$ cat config.mk
export PLATFORM = sky130hd
export DESIGN_NAME = credit_monitor_top
export DESIGN_NICKNAME = d
export VERILOG_FILES = /design/src/verilog/cq_cfg_pkg.sv /design/src/verilog/cq_types_pkg.sv /design/src/verilog/counter_bank.sv /design/src/verilog/credit_admit.sv /design/src/verilog/occupancy_peak.sv /design/src/verilog/credit_monitor_top.sv
export SDC_FILE = /design/constraint.sdc
export NUM_CORES = 1
export LEC_CHECK = 0
export ABC_AREA = 1
export ABC_CLOCK_PERIOD_IN_PS = 9080
export BUFFER_PORTS_ARGS = -buffer_cell sky130_fd_sc_hd__buf_4
export CAP_MARGIN = 10
export CORE_MARGIN = 2
export CORE_UTILIZATION = 35
export DETAILED_ROUTE_END_ITERATION = 7
export SETUP_SLACK_MARGIN = 0.15
export SYNTH_ARGS = -nofsm -noshare
export SYNTH_HDL_FRONTEND = slang
export SYNTH_SLANG_ARGS = --single-unit
$ cat constraint.sdc
create_clock -name clk -period 9.08 [get_ports clk]
set_input_delay 1.362 -clock clk [delete_from_list [all_inputs] [get_ports clk]]
set_output_delay 1.362 -clock clk [all_outputs]
set_load 0.01 [all_outputs]
$ cat src/verilog/cq_cfg_pkg.sv
`default_nettype none

package cq_cfg_pkg;

  // ------------------------------------------------------------------
  // queue geometry
  // ------------------------------------------------------------------

  // number of queues under accounting
  localparam int unsigned NUM_QUEUES = 4;
  // occupancy and limit width, so 255 entries at most
  localparam int unsigned OCC_W = 8;
  // drop counter width
  localparam int unsigned DROP_W = 12;
  // queue index width, log2 of NUM_QUEUES
  localparam int unsigned QID_W = 2;

  // limit every queue comes out of reset with
  localparam int unsigned DEFAULT_LIMIT = 16;

  // ------------------------------------------------------------------
  // configuration write targets
  // ------------------------------------------------------------------
  localparam logic [1:0] CFG_LIMIT = 2'd0;
  localparam logic [1:0] CFG_OCC = 2'd1;
  localparam logic [1:0] CFG_DROP = 2'd2;

endpackage

`default_nettype wire

$ cat src/verilog/cq_types_pkg.sv
`default_nettype none

package cq_types_pkg;

  import cq_cfg_pkg::*;

  // one occupancy count, also used for limits and dequeue amounts
  typedef logic [OCC_W-1:0] occ_t;

  // one drop count
  typedef logic [DROP_W-1:0] drop_t;

  // queue index
  typedef logic [QID_W-1:0] qid_t;

  // one bit per queue, e.g. the flush mask
  typedef logic [NUM_QUEUES-1:0] qmask_t;

  // which field a configuration write targets
  typedef logic [1:0] cfg_sel_t;

endpackage

`default_nettype wire

$ cat src/verilog/counter_bank.sv
`timescale 1ns/1ps
`default_nettype none

module counter_bank #(
  parameter int NUM = 1
  , parameter int DWIDTH = 16
) (
  input  logic                    clk
  , input  logic                  rst_n
  , input  logic [NUM-1:0]        inc
  , input  logic [NUM*DWIDTH-1:0] inc_amount
  , input  logic [NUM-1:0]        dec
  , input  logic [NUM*DWIDTH-1:0] dec_amount
  , input  logic [NUM-1:0]        clr
  , input  logic [NUM-1:0]        load
  , input  logic [NUM*DWIDTH-1:0] load_value
  , output logic [NUM*DWIDTH-1:0] counter
);

  // registered lanes and their next values
  logic [NUM*DWIDTH-1:0] count_q;
  logic [NUM*DWIDTH-1:0] count_d;

  // ------------------------------------------------------------------
  // next value per lane
  // ------------------------------------------------------------------
  // operations apply in order, so the last one that is set wins
  always_comb begin
    logic [DWIDTH-1:0] lane;
    count_d = count_q;
    for (int i = 0; i < NUM; i++) begin
      lane = count_q[i*DWIDTH +: DWIDTH];
      if (inc[i]) begin
        lane = lane + inc_amount[i*DWIDTH +: DWIDTH];
      end
      if (dec[i]) begin
        lane = lane - dec_amount[i*DWIDTH +: DWIDTH];
      end
      // clear beats inc and dec
      if (clr[i]) begin
        lane = '0;
      end
      // load beats everything
      if (load[i]) begin
        lane = load_value[i*DWIDTH +: DWIDTH];
      end
      count_d[i*DWIDTH +: DWIDTH] = lane;
    end
  end

  // all lanes start at zero
  always_ff @(posedge clk or negedge rst_n) begin
    if (!rst_n) begin
      count_q <= '0;
    end else begin
      count_q <= count_d;
    end
  end

  assign counter = count_q;

endmodule

`default_nettype wire

$ cat src/verilog/credit_admit.sv
`timescale 1ns/1ps
`default_nettype none

module credit_admit
  import cq_cfg_pkg::*;
  import cq_types_pkg::*;
(
  input  logic                     clk
  , input  logic                   rst_n
  // request strobes
  , input  logic                   enq_valid
  , input  qid_t                   enq_qid
  , input  logic                   deq_valid
  , input  qid_t                   deq_qid
  , input  occ_t                   deq_amount
  , input  qmask_t                 flush
  , input  logic                   cfg_wr
  , input  cfg_sel_t               cfg_sel
  , input  qid_t                   cfg_qid
  , input  occ_t                   cfg_value
  // registered counts fed back from the banks
  , input  occ_t [NUM_QUEUES-1:0]  occupancy
  , input  drop_t [NUM_QUEUES-1:0] drops
  // answers
  , output logic                   enq_accept
  , output logic                   deq_underflow
  // occupancy bank strobes
  , output qmask_t                 occ_inc
  , output occ_t [NUM_QUEUES-1:0]  occ_inc_amount
  , output qmask_t                 occ_dec
  , output occ_t [NUM_QUEUES-1:0]  occ_dec_amount
  , output qmask_t                 occ_clr
  , output qmask_t                 occ_load
  , output occ_t [NUM_QUEUES-1:0]  occ_load_value
  // drop bank strobes
  , output qmask_t                 drop_inc
  , output drop_t [NUM_QUEUES-1:0] drop_inc_amount
  , output qmask_t                 drop_dec
  , output drop_t [NUM_QUEUES-1:0] drop_dec_amount
  , output qmask_t                 drop_clr
  , output qmask_t                 drop_load
  , output drop_t [NUM_QUEUES-1:0] drop_load_value
);

  // per-queue admission limits
  occ_t [NUM_QUEUES-1:0] limit;

  // selected-queue views
  occ_t enq_occ;
  occ_t enq_limit;
  occ_t deq_occ;
  // dequeue amount after clamping to the occupancy
  occ_t deq_take;

  logic enq_refuse;
  logic cfg_occ_wr;
  logic cfg_drop_wr;

  // ------------------------------------------------------------------
  // limit registers
  // ------------------------------------------------------------------
  // a new limit is seen by admission from the next cycle on
  always_ff @(posedge clk or negedge rst_n) begin
    if (!rst_n) begin
      for (int q = 0; q < NUM_QUEUES; q++) begin
        limit[q] <= occ_t'(DEFAULT_LIMIT);
      end
    end else if (cfg_wr && (cfg_sel == CFG_LIMIT)) begin
      limit[cfg_qid] <= cfg_value;
    end
  end

  // ------------------------------------------------------------------
  // admission and dequeue clamp
  // ------------------------------------------------------------------
  assign enq_occ = occupancy[enq_qid];
  assign enq_limit = limit[enq_qid];
  assign deq_occ = occupancy[deq_qid];

  // judged on the occupancy before any same-cycle dequeue
  assign enq_accept = enq_valid && (enq_occ < enq_limit);
  assign enq_refuse = enq_valid && !enq_accept;

  // asking for more than is held returns only what is held
  assign deq_underflow = deq_valid && (deq_amount > deq_occ);
  assign deq_take = deq_underflow ? deq_occ : deq_amount;

  // direct counter writes
  assign cfg_occ_wr = cfg_wr && (cfg_sel == CFG_OCC);
  assign cfg_drop_wr = cfg_wr && (cfg_sel == CFG_DROP);

  // ------------------------------------------------------------------
  // per-lane strobes for both banks
  // ------------------------------------------------------------------
  // bank priority does the rest: flush beats enq/deq, load beats flush
  always_comb begin
    for (int q = 0; q < NUM_QUEUES; q++) begin
      occ_inc[q] = enq_accept && (enq_qid == qid_t'(q));
      occ_inc_amount[q] = occ_t'(1);
      occ_dec[q] = deq_valid && (deq_qid == qid_t'(q));
      occ_dec_amount[q] = deq_take;
      occ_clr[q] = flush[q];
      occ_load[q] = cfg_occ_wr && (cfg_qid == qid_t'(q));
      occ_load_value[q] = cfg_value;

      drop_inc[q] = enq_refuse && (enq_qid == qid_t'(q));
      drop_inc_amount[q] = drop_t'(1);
      // drop count sticks at full scale, the +1 and -1 cancel
      drop_dec[q] = drop_inc[q] && (drops[q] == '1);
      drop_dec_amount[q] = drop_t'(1);
      drop_clr[q] = flush[q];
      drop_load[q] = cfg_drop_wr && (cfg_qid == qid_t'(q));
      // cfg_value is narrower, zero extended
      drop_load_value[q] = drop_t'(cfg_value);
    end
  end

endmodule

`default_nettype wire

$ cat src/verilog/occupancy_peak.sv
`timescale 1ns/1ps
`default_nettype none

module occupancy_peak
  import cq_cfg_pkg::*;
  import cq_types_pkg::*;
(
  input  logic                    clk
  , input  logic                  rst_n
  // registered occupancy of every queue
  , input  occ_t [NUM_QUEUES-1:0] occupancy
  , input  qmask_t                flush
  , output occ_t [NUM_QUEUES-1:0] peak
);

  // high-water marks
  occ_t [NUM_QUEUES-1:0] peak_q;
  occ_t [NUM_QUEUES-1:0] peak_d;

  // ------------------------------------------------------------------
  // next high-water mark
  // ------------------------------------------------------------------
  // lags the occupancy by one edge since it watches the bank output
  always_comb begin
    for (int q = 0; q < NUM_QUEUES; q++) begin
      if (flush[q]) begin
        // same edge that clears the occupancy
        peak_d[q] = '0;
      end else if (occupancy[q] > peak_q[q]) begin
        peak_d[q] = occupancy[q];
      end else begin
        peak_d[q] = peak_q[q];
      end
    end
  end

  always_ff @(posedge clk or negedge rst_n) begin
    if (!rst_n) begin
      peak_q <= '0;
    end else begin
      peak_q <= peak_d;
    end
  end

  assign peak = peak_q;

endmodule

`default_nettype wire

$ cat src/verilog/credit_monitor_top.sv
`timescale 1ns/1ps
`default_nettype none

module credit_monitor_top
  import cq_cfg_pkg::*;
  import cq_types_pkg::*;
(
  input  logic                     clk
  , input  logic                   rst_n
  , input  logic                   enq_valid
  , input  qid_t                   enq_qid
  , input  logic                   deq_valid
  , input  qid_t                   deq_qid
  , input  occ_t                   deq_amount
  , input  qmask_t                 flush
  , input  logic                   cfg_wr
  , input  cfg_sel_t               cfg_sel
  , input  qid_t                   cfg_qid
  , input  occ_t                   cfg_value
  , output logic                   enq_accept
  , output logic                   deq_underflow
  , output occ_t [NUM_QUEUES-1:0]  occupancy
  , output drop_t [NUM_QUEUES-1:0] drops
  , output occ_t [NUM_QUEUES-1:0]  peak
);

  // ------------------------------------------------------------------
  // bank strobes
  // ------------------------------------------------------------------
  qmask_t                 occ_inc;
  occ_t [NUM_QUEUES-1:0]  occ_inc_amount;
  qmask_t                 occ_dec;
  occ_t [NUM_QUEUES-1:0]  occ_dec_amount;
  qmask_t                 occ_clr;
  qmask_t                 occ_load;
  occ_t [NUM_QUEUES-1:0]  occ_load_value;

  qmask_t                 drop_inc;
  drop_t [NUM_QUEUES-1:0] drop_inc_amount;
  qmask_t                 drop_dec;
  drop_t [NUM_QUEUES-1:0] drop_dec_amount;
  qmask_t                 drop_clr;
  qmask_t                 drop_load;
  drop_t [NUM_QUEUES-1:0] drop_load_value;

  // admission, clamp and strobe decode
  credit_admit u_admit (
    .clk             (clk)
    , .rst_n           (rst_n)
    , .enq_valid       (enq_valid)
    , .enq_qid         (enq_qid)
    , .deq_valid       (deq_valid)
    , .deq_qid         (deq_qid)
    , .deq_amount      (deq_amount)
    , .flush           (flush)
    , .cfg_wr          (cfg_wr)
    , .cfg_sel         (cfg_sel)
    , .cfg_qid         (cfg_qid)
    , .cfg_value       (cfg_value)
    , .occupancy       (occupancy)
    , .drops           (drops)
    , .enq_accept      (enq_accept)
    , .deq_underflow   (deq_underflow)
    , .occ_inc         (occ_inc)
    , .occ_inc_amount  (occ_inc_amount)
    , .occ_dec         (occ_dec)
    , .occ_dec_amount  (occ_dec_amount)
    , .occ_clr         (occ_clr)
    , .occ_load        (occ_load)
    , .occ_load_value  (occ_load_value)
    , .drop_inc        (drop_inc)
    , .drop_inc_amount (drop_inc_amount)
    , .drop_dec        (drop_dec)
    , .drop_dec_amount (drop_dec_amount)
    , .drop_clr        (drop_clr)
    , .drop_load       (drop_load)
    , .drop_load_value (drop_load_value)
  );

  // occupancy counters, fed back to admission and peak
  counter_bank #(
    .NUM    (NUM_QUEUES)
    , .DWIDTH (OCC_W)
  ) occ_bank (
    .clk        (clk)
    , .rst_n      (rst_n)
    , .inc        (occ_inc)
    , .inc_amount (occ_inc_amount)
    , .dec        (occ_dec)
    , .dec_amount (occ_dec_amount)
    , .clr        (occ_clr)
    , .load       (occ_load)
    , .load_value (occ_load_value)
    , .counter    (occupancy)
  );

  // drop counters
  counter_bank #(
    .NUM    (NUM_QUEUES)
    , .DWIDTH (DROP_W)
  ) drop_bank (
    .clk        (clk)
    , .rst_n      (rst_n)
    , .inc        (drop_inc)
    , .inc_amount (drop_inc_amount)
    , .dec        (drop_dec)
    , .dec_amount (drop_dec_amount)
    , .clr        (drop_clr)
    , .load       (drop_load)
    , .load_value (drop_load_value)
    , .counter    (drops)
  );

  // high-water marks
  occupancy_peak u_peak (
    .clk       (clk)
    , .rst_n     (rst_n)
    , .occupancy (occupancy)
    , .flush     (flush)
    , .peak      (peak)
  );

endmodule

`default_nettype wire

==> results of run 1 <==
## path summary, 6_finish.rpt
check | to | slack, ns | depth (start not counted)
worst max-delay path | occ_bank.counter[31] | 3.20 | 31
worst min-delay path | u_admit.limit[10] | 0.49 | 2
worst max register to register | occ_bank.counter[7] | 4.25 | 19
worst min register to register | u_admit.limit[10] | 0.49 | 2
max in group asynchronous | u_admit.limit[0] | 6.66 | 2
min in group asynchronous | occ_bank.counter[28] | 0.95 | 1
## Yosys cell counts (2+ instances only)
| cell | count | share of area |
|---|---|---|
| buf_6 | 3 | 0.0031 |
| nand3_1 | 65 | 0.030 |
| a221oi_1 | 14 | 0.011 |
| fa_1 | 4 | 0.0073 |
| o21bai_1 | 5 | 0.0034 |
| nand2_1 | 357 | 0.12 |
| xnor2_1 | 11 | 0.0088 |
| nor2_1 | 103 | 0.035 |
| clkinv_1 | 2 | 0.00068 |
| o221ai_1 | 8 | 0.0064 |
| nand2_4 | 3 | 0.0031 |
| o211ai_1 | 9 | 0.0062 |
| a211oi_1 | 3 | 0.0021 |
| o22ai_1 | 41 | 0.023 |
| nor4_1 | 8 | 0.0046 |
| a22oi_1 | 8 | 0.0055 |
| ha_1 | 87 | 0.099 |
| nor2_2 | 4 | 0.0023 |
| dfstp_2 | 4 | 0.0096 |
| nand2_2 | 4 | 0.0023 |
| nor3_1 | 21 | 0.0096 |
| o21ai_1 | 3 | 0.0014 |
| o21a_1 | 4 | 0.0027 |
| buf_1 | 2 | 0.00068 |
| and2_1 | 2 | 0.0011 |
| xor2_1 | 61 | 0.049 |
| clkbuf_1 | 15 | 0.0051 |
| inv_1 | 250 | 0.086 |
| a22o_1 | 7 | 0.0056 |
| nand3b_1 | 5 | 0.0034 |
| nand3_2 | 2 | 0.0018 |
| nor2_4 | 3 | 0.0031 |
| dfrtp_1 | 140 | 0.32 |
| o21ai_0 | 122 | 0.056 |
| a21oi_1 | 70 | 0.032 |
| inv_2 | 4 | 0.0014 |
| nand4_1 | 25 | 0.014 |
| a31oi_1 | 2 | 0.0011 |
| a21o_1 | 4 | 0.0027 |
| nor2_8 | 3 | 0.0055 |
## critical path, delay by kind of cell
| family | cells | cell delay [ns] |
|---|---|---|
| buffers and inverters | 5 | 0.82 |
| AO/OA/AOI/OAI | 6 | 1.15 |
| AND/OR/NAND/NOR | 16 | 1.84 |
| XOR/XNOR | 2 | 0.38 |
| adder cells (fa/ha/maj) | 2 | 0.63 |
## metrics by stage
step | utilization | hold slack, ns | instances | instance area [um^2]
CTS | 0.426 | 0.490 | 2058 | 13100
finish | 0.426 | 0.490 | 2060 | 13100
global route | 0.426 | 0.497 | 2058 | 13100
detailed placement | 0.406 | 0.474 | 2026 | 12500
floorplan | - | 0.453 | 1501 | 11000
global placement | 0.406 | 0.469 | 2026 | 12500
## power groups by stage
stage          Clock (mW)  Combinational (mW)  Sequential (mW)
5_1_grt             0.787               0.800            0.785
3_5_place_dp            0               0.700            0.789
3_3_place_gp            0               0.684            0.788
4_1_cts             0.757               0.704            0.777
6_report            0.747               0.708            0.779
2_1_floorplan           0               0.465            0.775
## final cells by class
| type | count | area [um^2] |
|---|---|---|
| Clock inverter | 13 | 178 |
| Multi-Input combinational cell | 1078 | 6280 |
| Timing Repair Buffer | 151 | 1140 |
| Antenna cell | 2 | 5.00 |
| Clock buffer | 19 | 433 |
| Fill cell | 3197 | 17600 |
| Sequential cell | 144 | 3610 |
| Tap cell | 396 | 495 |
| Inverter | 257 | 967 |
## state kept, by name (all words and copies together) (netlist names)
signal             cells
drop_bank.counter     48
u_admit.limit         32
u_peak.peak           32
occ_bank.counter      32
## kinds of logic (layout without fill, tap and decap cells)
family | count (synthesis) | in the layout | synth area share
AND/OR/NAND/NOR | 611 | 611 | 0.246
AO/OA/AOI/OAI | 303 | 303 | 0.162
buffers and inverters | 279 | 440 | 0.0982
flip-flops | 144 | 144 | 0.329
adder cells (fa/ha/maj) | 91 | 91 | 0.107
XOR/XNOR | 73 | 73 | 0.0590
other | 0 | 2 | 0
## metal layers
layer,track usage,vias to the layer above,part of all wire
li1,-,5255,-
met1,0.303,5058,0.46
met2,0.352,397,0.44
met3,0.0522,57,0.081
met4,0.0667,2,0.021
met5,0,-,0.00027
==> impl_metrics.xml, run 1 <==
<?xml version="1.0" encoding="UTF-8"?>
<metrics>
  <group name="status">
    <metric name="run_status" unit="">completed</metric>
  </group>
  <group name="worst_setup_path">
    <metric name="worstSetupStartpoint" unit="">enq_qid[1]</metric>
    <metric name="reg2reg_from" unit="">occ_bank.counter[5]</metric>
    <metric name="longest_individual_stage_delay_on_the_worst_path" unit="ns">0.38</metric>
    <metric name="crit_path_max_fanout" unit="">10</metric>
    <metric name="worst_path_most_repeated_cell" unit="">nand2_1</metric>
    <metric name="critical_path.startpoint_type" unit="">primary input</metric>
    <metric name="worst_ep_required_time" unit="ns">9.39</metric>
    <metric name="crit_slowest_cell" unit="">clkinv_1</metric>
    <metric name="critPathCaptureType" unit="">register</metric>
    <metric name="worst_ep_arrival_time" unit="ns">6.18</metric>
    <metric name="timing_worst_setup_path_type" unit="">primary input to register</metric>
  </group>
  <group name="synth">
    <metric name="synthCells" unit="">1501</metric>
    <metric name="syn-num-nets" unit="">1625</metric>
    <metric name="synthArstFlopShare" unit="">1.00</metric>
    <metric name="yosysWarningCount" unit="">0</metric>
    <metric name="synth-edff-count" unit="">0</metric>
    <metric name="predominant_post_synthesis_flop_cell" unit="">dfrtp_1</metric>
    <metric name="mappedNetlistArea" unit="mm^2">0.0110</metric>
    <metric name="postSynthRegisterBits" unit="">144</metric>
    <metric name="synth_seq_area_share" unit="">0.329</metric>
    <metric name="synth_cell_type_count" unit="">53</metric>
    <metric name="average_instance_area_after_synthesis" unit="um^2">7.31</metric>
  </group>
  <group name="sta">
    <metric name="min_period_over_period" unit="">0.647</metric>
    <metric name="worst_slew_margin_rel" unit="">0.177</metric>
    <metric name="max_clock_freq" unit="MHz">170</metric>
    <metric name="setup_viol" unit="">0</metric>
    <metric name="hold_viol" unit="">0</metric>
    <metric name="grt_setup_unrepaired" unit="">false</metric>
    <metric name="timing.setup.tns" unit="ns">0</metric>
    <metric name="final-max-slew-violation-count" unit="">0</metric>
    <metric name="period_minus_slack" unit="ns">5.88</metric>
    <metric name="max_slew.worst_pin.slew" unit="ns">1.22</metric>
    <metric name="final.setup.worst_slack" unit="ns">3.20</metric>
    <metric name="finalClockSkew" unit="ns">0.0168</metric>
  </group>
  <group name="floorplanning">
    <metric name="num_rows" unit="">64</metric>
    <metric name="initial_utilization" unit="">0.357</metric>
    <metric name="die_extent_in_x" unit="um">181</metric>
    <metric name="die_height" unit="um">181</metric>
    <metric name="number_of_top_level_pins" unit="">147</metric>
    <metric name="floorplan.die_area" unit="mm^2">0.0328</metric>
    <metric name="coreArea" unit="mm^2">0.0307</metric>
  </group>
  <group name="global_route">
    <metric name="overall_fraction_of_global_route_tracks_in_use" unit="">0.223</metric>
    <metric name="grt-ovfl-total" unit="">0</metric>
    <metric name="grt_antenna_before_repair" unit="">3</metric>
    <metric name="maximum_number_of_pins_on_one_net_before_global_route_repair" unit="">75</metric>
    <metric name="number_of_global_route_vias_before_repair" unit="">10300</metric>
    <metric name="grt_first_pass_wirelength" unit="um">56900</metric>
  </group>
  <group name="worst_hold_path">
    <metric name="beginning_of_the_worst_hold_path" unit="">u_admit.limit[10]</metric>
    <metric name="hold_path.class" unit="">register to register</metric>
  </group>
  <group name="clock_tree">
    <metric name="cts_post_setup_buffers_inserted" unit="">0</metric>
    <metric name="clkLatencyLatePin" unit="ns">0.44</metric>
    <metric name="root_buffer" unit="">clkbuf_16</metric>
    <metric name="cts.path.max_buffers" unit="">2</metric>
    <metric name="post_cts_hold_buffer_count" unit="">0</metric>
    <metric name="clock-sinks" unit="">144</metric>
    <metric name="clk_transition_reported_paths" unit="ns">0.06</metric>
    <metric name="cts_htree_levels" unit="">4</metric>
    <metric name="clock_tree_from_tritoncts" unit="">yes</metric>
    <metric name="total_clock_buffers_created_by_cts" unit="">17</metric>
    <metric name="post_cts_resized" unit="">0</metric>
  </group>
  <group name="routing">
    <metric name="drt-wirelength-per-cell" unit="um">17.7</metric>
    <metric name="number_of_search_and_repair_iterations_in_the_first_detailed_routing_pass" unit="">5</metric>
    <metric name="detail-route-antenna-nets" unit="">0</metric>
    <metric name="detailroute.via_count" unit="">10800</metric>
    <metric name="route.final.wire_length" unit="um">36600</metric>
    <metric name="remaining_drc_errors" unit="">0</metric>
    <metric name="initialDrtViolationCount" unit="">928</metric>
    <metric name="via_per_inst" unit="">5.23</metric>
  </group>
  <group name="placed_design">
    <metric name="finalWeightedCongestion" unit="">0.952</metric>
    <metric name="dp_worst_setup_slack" unit="ns">2.85</metric>
    <metric name="post-dp-hpwl" unit="um">28000</metric>
    <metric name="io_buffers" unit="">146</metric>
  </group>
  <group name="pwr">
    <metric name="power.leakage" unit="nW">6.71</metric>
    <metric name="p_clk_frac" unit="">0.334</metric>
    <metric name="netSwitchingPower" unit="mW">0.827</metric>
    <metric name="fin_total_pwr" unit="mW">2.23</metric>
    <metric name="vdd_ir_drop_max" unit="V">0.000140</metric>
    <metric name="p_comb_frac" unit="">0.317</metric>
    <metric name="pwr_density_cell" unit="mW/mm^2">170</metric>
    <metric name="internal_power" unit="mW">1.41</metric>
    <metric name="switching_share" unit="">0.370</metric>
    <metric name="share_seq_of_total_power" unit="">0.349</metric>
  </group>
  <group name="layout">
    <metric name="finish.net_count" unit="">1773</metric>
    <metric name="post_route_cells_drive_above_1_share" unit="">0.129</metric>
    <metric name="layout-area-overhead-vs-synth" unit="%">19.5</metric>
    <metric name="final_cell_mix" unit="">357 x nand2_1, 250 x inv_1, 150 x buf_4</metric>
    <metric name="most_common_library_cell_in_the_layout_ignoring_fill_and_taps" unit="">nand2_1</metric>
  </group>
  <group name="run">
    <metric name="maxCapViolCount" unit="">0</metric>
  </group>
</metrics>
Note: power is estimated with default switching activity, not from simulation.
==> run 2, diff against run 1 <==
ABC_CLOCK_PERIOD_IN_PS = 5840   (was 9080)
clock period = 5.84 ns   (was 9.08 ns; I/O delays follow)
==> impl_metrics.xml, run 2 (synthesis gave the netlist of run 1 again) <==
<?xml version="1.0" encoding="UTF-8"?>
<metrics>
  <group name="status">
    <metric name="run_status" unit="">completed</metric>
  </group>
  <group name="layout">
    <metric name="fill_cells" unit="">3150</metric>
    <metric name="multi_input_comb_area" unit="mm^2">0.00628</metric>
    <metric name="post_route_cells_drive_above_1_share" unit="">0.133</metric>
    <metric name="layout-area-overhead-vs-synth" unit="%">19.5</metric>
    <metric name="most_common_library_cell_in_the_layout_ignoring_fill_and_taps" unit="">nand2_1</metric>
    <metric name="diodes" unit="">0</metric>
    <metric name="largest_register_ff_count" unit="">48</metric>
    <metric name="layout.cells.non_filler" unit="">2063</metric>
    <metric name="post-route-cell-area" unit="mm^2">0.0131</metric>
    <metric name="final_cell_mix" unit="">357 x nand2_1, 250 x inv_1, 155 x buf_4</metric>
    <metric name="layout.area.seq" unit="mm^2">0.00361</metric>
    <metric name="finish.net_count" unit="">1778</metric>
  </group>
  <group name="clock_tree">
    <metric name="clock_tree_from_tritoncts" unit="">yes</metric>
    <metric name="cts_post_setup_buffers_inserted" unit="">0</metric>
    <metric name="root_buffer" unit="">clkbuf_16</metric>
    <metric name="clock-sinks" unit="">144</metric>
    <metric name="total_clock_buffers_created_by_cts" unit="">17</metric>
    <metric name="clk_transition_reported_paths" unit="ns">0.07</metric>
    <metric name="post_cts_resized" unit="">0</metric>
    <metric name="post_cts_hold_buffer_count" unit="">0</metric>
    <metric name="cts.path.max_buffers" unit="">2</metric>
    <metric name="cts_htree_levels" unit="">4</metric>
    <metric name="clkLatencyLatePin" unit="ns">0.44</metric>
  </group>
  <group name="pwr">
    <metric name="pwr_density_cell" unit="mW/mm^2">260</metric>
    <metric name="power.leakage" unit="nW">6.72</metric>
    <metric name="vdd_ir_drop_max" unit="V">0.000201</metric>
  </group>
  <group name="placed_design">
    <metric name="dp_cells" unit="">2031</metric>
    <metric name="io_buffers" unit="">146</metric>
    <metric name="finalWeightedCongestion" unit="">0.925</metric>
    <metric name="detailed_place.area" unit="mm^2">0.0125</metric>
    <metric name="post-dp-hpwl" unit="um">28000</metric>
  </group>
  <group name="routing">
    <metric name="detailroute.via_count" unit="">10800</metric>
    <metric name="initialDrtViolationCount" unit="">800</metric>
    <metric name="number_of_search_and_repair_iterations_in_the_first_detailed_routing_pass" unit="">5</metric>
    <metric name="drt-wirelength-per-cell" unit="um">17.5</metric>
    <metric name="route.final.wire_length" unit="um">36100</metric>
    <metric name="detail-route-antenna-nets" unit="">0</metric>
    <metric name="via_per_inst" unit="">5.21</metric>
    <metric name="remaining_drc_errors" unit="">0</metric>
  </group>
  <group name="floorplanning">
    <metric name="floorplan.die_area" unit="mm^2">0.0328</metric>
    <metric name="coreArea" unit="mm^2">0.0307</metric>
    <metric name="die_height" unit="um">181</metric>
    <metric name="number_of_top_level_pins" unit="">147</metric>
    <metric name="num_rows" unit="">64</metric>
    <metric name="die_extent_in_x" unit="um">181</metric>
    <metric name="initial_utilization" unit="">0.357</metric>
  </group>
  <group name="sta">
    <metric name="period_minus_slack" unit="ns">4.89</metric>
    <metric name="min_period_over_period" unit="">0.838</metric>
    <metric name="max_slew.worst_pin.slew" unit="ns">1.03</metric>
    <metric name="hold_viol" unit="">0</metric>
    <metric name="worst_slew_margin_rel" unit="">0.309</metric>
    <metric name="grt_setup_unrepaired" unit="">false</metric>
    <metric name="whs" unit="ns">0.488</metric>
    <metric name="max_clock_freq" unit="MHz">204</metric>
    <metric name="final-max-slew-violation-count" unit="">0</metric>
    <metric name="timing.setup.tns" unit="ns">0</metric>
    <metric name="finalClockSkew" unit="ns">0.0145</metric>
    <metric name="setup_viol" unit="">0</metric>
  </group>
  <group name="worst_setup_path">
    <metric name="timing_worst_setup_path_type" unit="">primary input to register</metric>
    <metric name="r2r_setup_slack" unit="ns">1.10</metric>
    <metric name="worst_ep_required_time" unit="ns">6.15</metric>
    <metric name="worstPathBufferInverterCount" unit="">5</metric>
    <metric name="reg_to_reg_critical_path_endpoint" unit="">occ_bank.counter[31]</metric>
    <metric name="worst_ep_arrival_time" unit="ns">5.20</metric>
    <metric name="longest_individual_stage_delay_on_the_worst_path" unit="ns">0.33</metric>
    <metric name="crit_path_max_fanout" unit="">18</metric>
    <metric name="reg2reg_from" unit="">occ_bank.counter[11]</metric>
    <metric name="critical_path.startpoint_type" unit="">primary input</metric>
    <metric name="worst_path_most_repeated_cell" unit="">nand2_1</metric>
    <metric name="timing.reg2reg.worst_path_depth" unit="">21</metric>
    <metric name="crit_slowest_cell" unit="">ha_1</metric>
    <metric name="timing.critical_path.max_delay_family" unit="">simple AND/OR/NAND/NOR gates</metric>
    <metric name="critPathCaptureType" unit="">register</metric>
  </group>
  <group name="worst_hold_path">
    <metric name="holdPathEnd" unit="">u_admit.limit[25]</metric>
    <metric name="instance_count_along_the_most_critical_hold_path" unit="">2</metric>
    <metric name="hold_path.class" unit="">register to register</metric>
    <metric name="beginning_of_the_worst_hold_path" unit="">u_admit.limit[25]</metric>
  </group>
  <group name="global_route">
    <metric name="number_of_global_route_vias_before_repair" unit="">10200</metric>
    <metric name="maximum_number_of_pins_on_one_net_before_global_route_repair" unit="">95</metric>
    <metric name="grt_first_pass_wirelength" unit="um">56600</metric>
    <metric name="grt_antenna_before_repair" unit="">0</metric>
    <metric name="grt-ovfl-total" unit="">0</metric>
    <metric name="overall_fraction_of_global_route_tracks_in_use" unit="">0.221</metric>
  </group>
  <group name="run">
    <metric name="maxCapViolCount" unit="">0</metric>
  </group>
</metrics>
## run 2: changes by cell type in the layout (fill, tap and decap cells not counted)
| cell | before | now |
|---|---|---|
| inv_8 | 1 | 5 |
| buf_4 | 150 | 155 |
| inv_6 | 4 | 5 |
| clkbuf_8 | 0 | 1 |
| diode_2 | 2 | 0 |
| clkinvlp_4 | 2 | 3 |
| clkinv_4 | 3 | 0 |
| clkbuf_1 | 2 | 0 |
| clkinv_8 | 0 | 1 |
| bufinv_16 | 3 | 0 |
## run 2: per-stage QoR
step | utilization | total power [mW] | setup WS (ns)
floorplan | - | 1.93 | 0.705
global placement | 0.407 | 2.30 | 0.644
detailed placement | 0.407 | 2.32 | 0.571
CTS | 0.426 | 3.41 | 1.02
global route | 0.426 | 3.62 | 0.412
finish | 0.426 | 3.40 | 0.949
## run 2: routing by layer
metal | global-route usage | routed length [um] | share of wire | vias up
met5 | 0 | 0 | 0 | -
met4 | 0.0592 | 676 | 0.019 | 0
met3 | 0.0456 | 2510 | 0.070 | 39
met2 | 0.340 | 15900 | 0.44 | 362
met1 | 0.315 | 17000 | 0.47 | 5084
li1 | - | - | - | 5269
## run 2: worst register-to-register path: cells and delay by family, from the launching register on
family,cells,cell delay [ns]
AO/OA/AOI/OAI,10,2.16
XOR/XNOR,1,0.20
adder cells (fa/ha/maj),2,0.74
buffers and inverters,2,0.49
flip-flops,1,0.50
AND/OR/NAND/NOR,6,0.52
## run 2: how the worst max path moves through the flow
| stage | to | cells past startpoint | startpoint | slack (ns) |
|---|---|---|---|---|
| global placement | occ_bank.counter[31] | 32 | enq_qid[0] | 0.64 |
| CTS | occ_bank.counter[31] | 32 | enq_qid[0] | 1.02 |
| global route | occ_bank.counter[31] | 32 | enq_qid[0] | 0.41 |
| finish | occ_bank.counter[31] | 32 | enq_qid[0] | 0.95 |
| floorplan | occ_bank.counter[31] | 32 | enq_qid[0] | 0.71 |
| detailed placement | occ_bank.counter[31] | 32 | enq_qid[0] | 0.57 |
## run 2: final cells by class
cell class                 count  area share
clock buffer                  18      0.0335
sequential                   144       0.275
multi-input combinational   1078       0.479
clock inverter                14      0.0106
tap                          396      0.0378
inverter                     257      0.0738
timing repair buffer         156      0.0896
## run 2: where the power goes
group          total, mW  internal (mW)  leakage, nW  switching (mW)
Clock               1.09          0.579        0.277           0.508
Sequential          1.21           1.10         1.94           0.113
Combinational       1.11          0.413         4.51           0.693
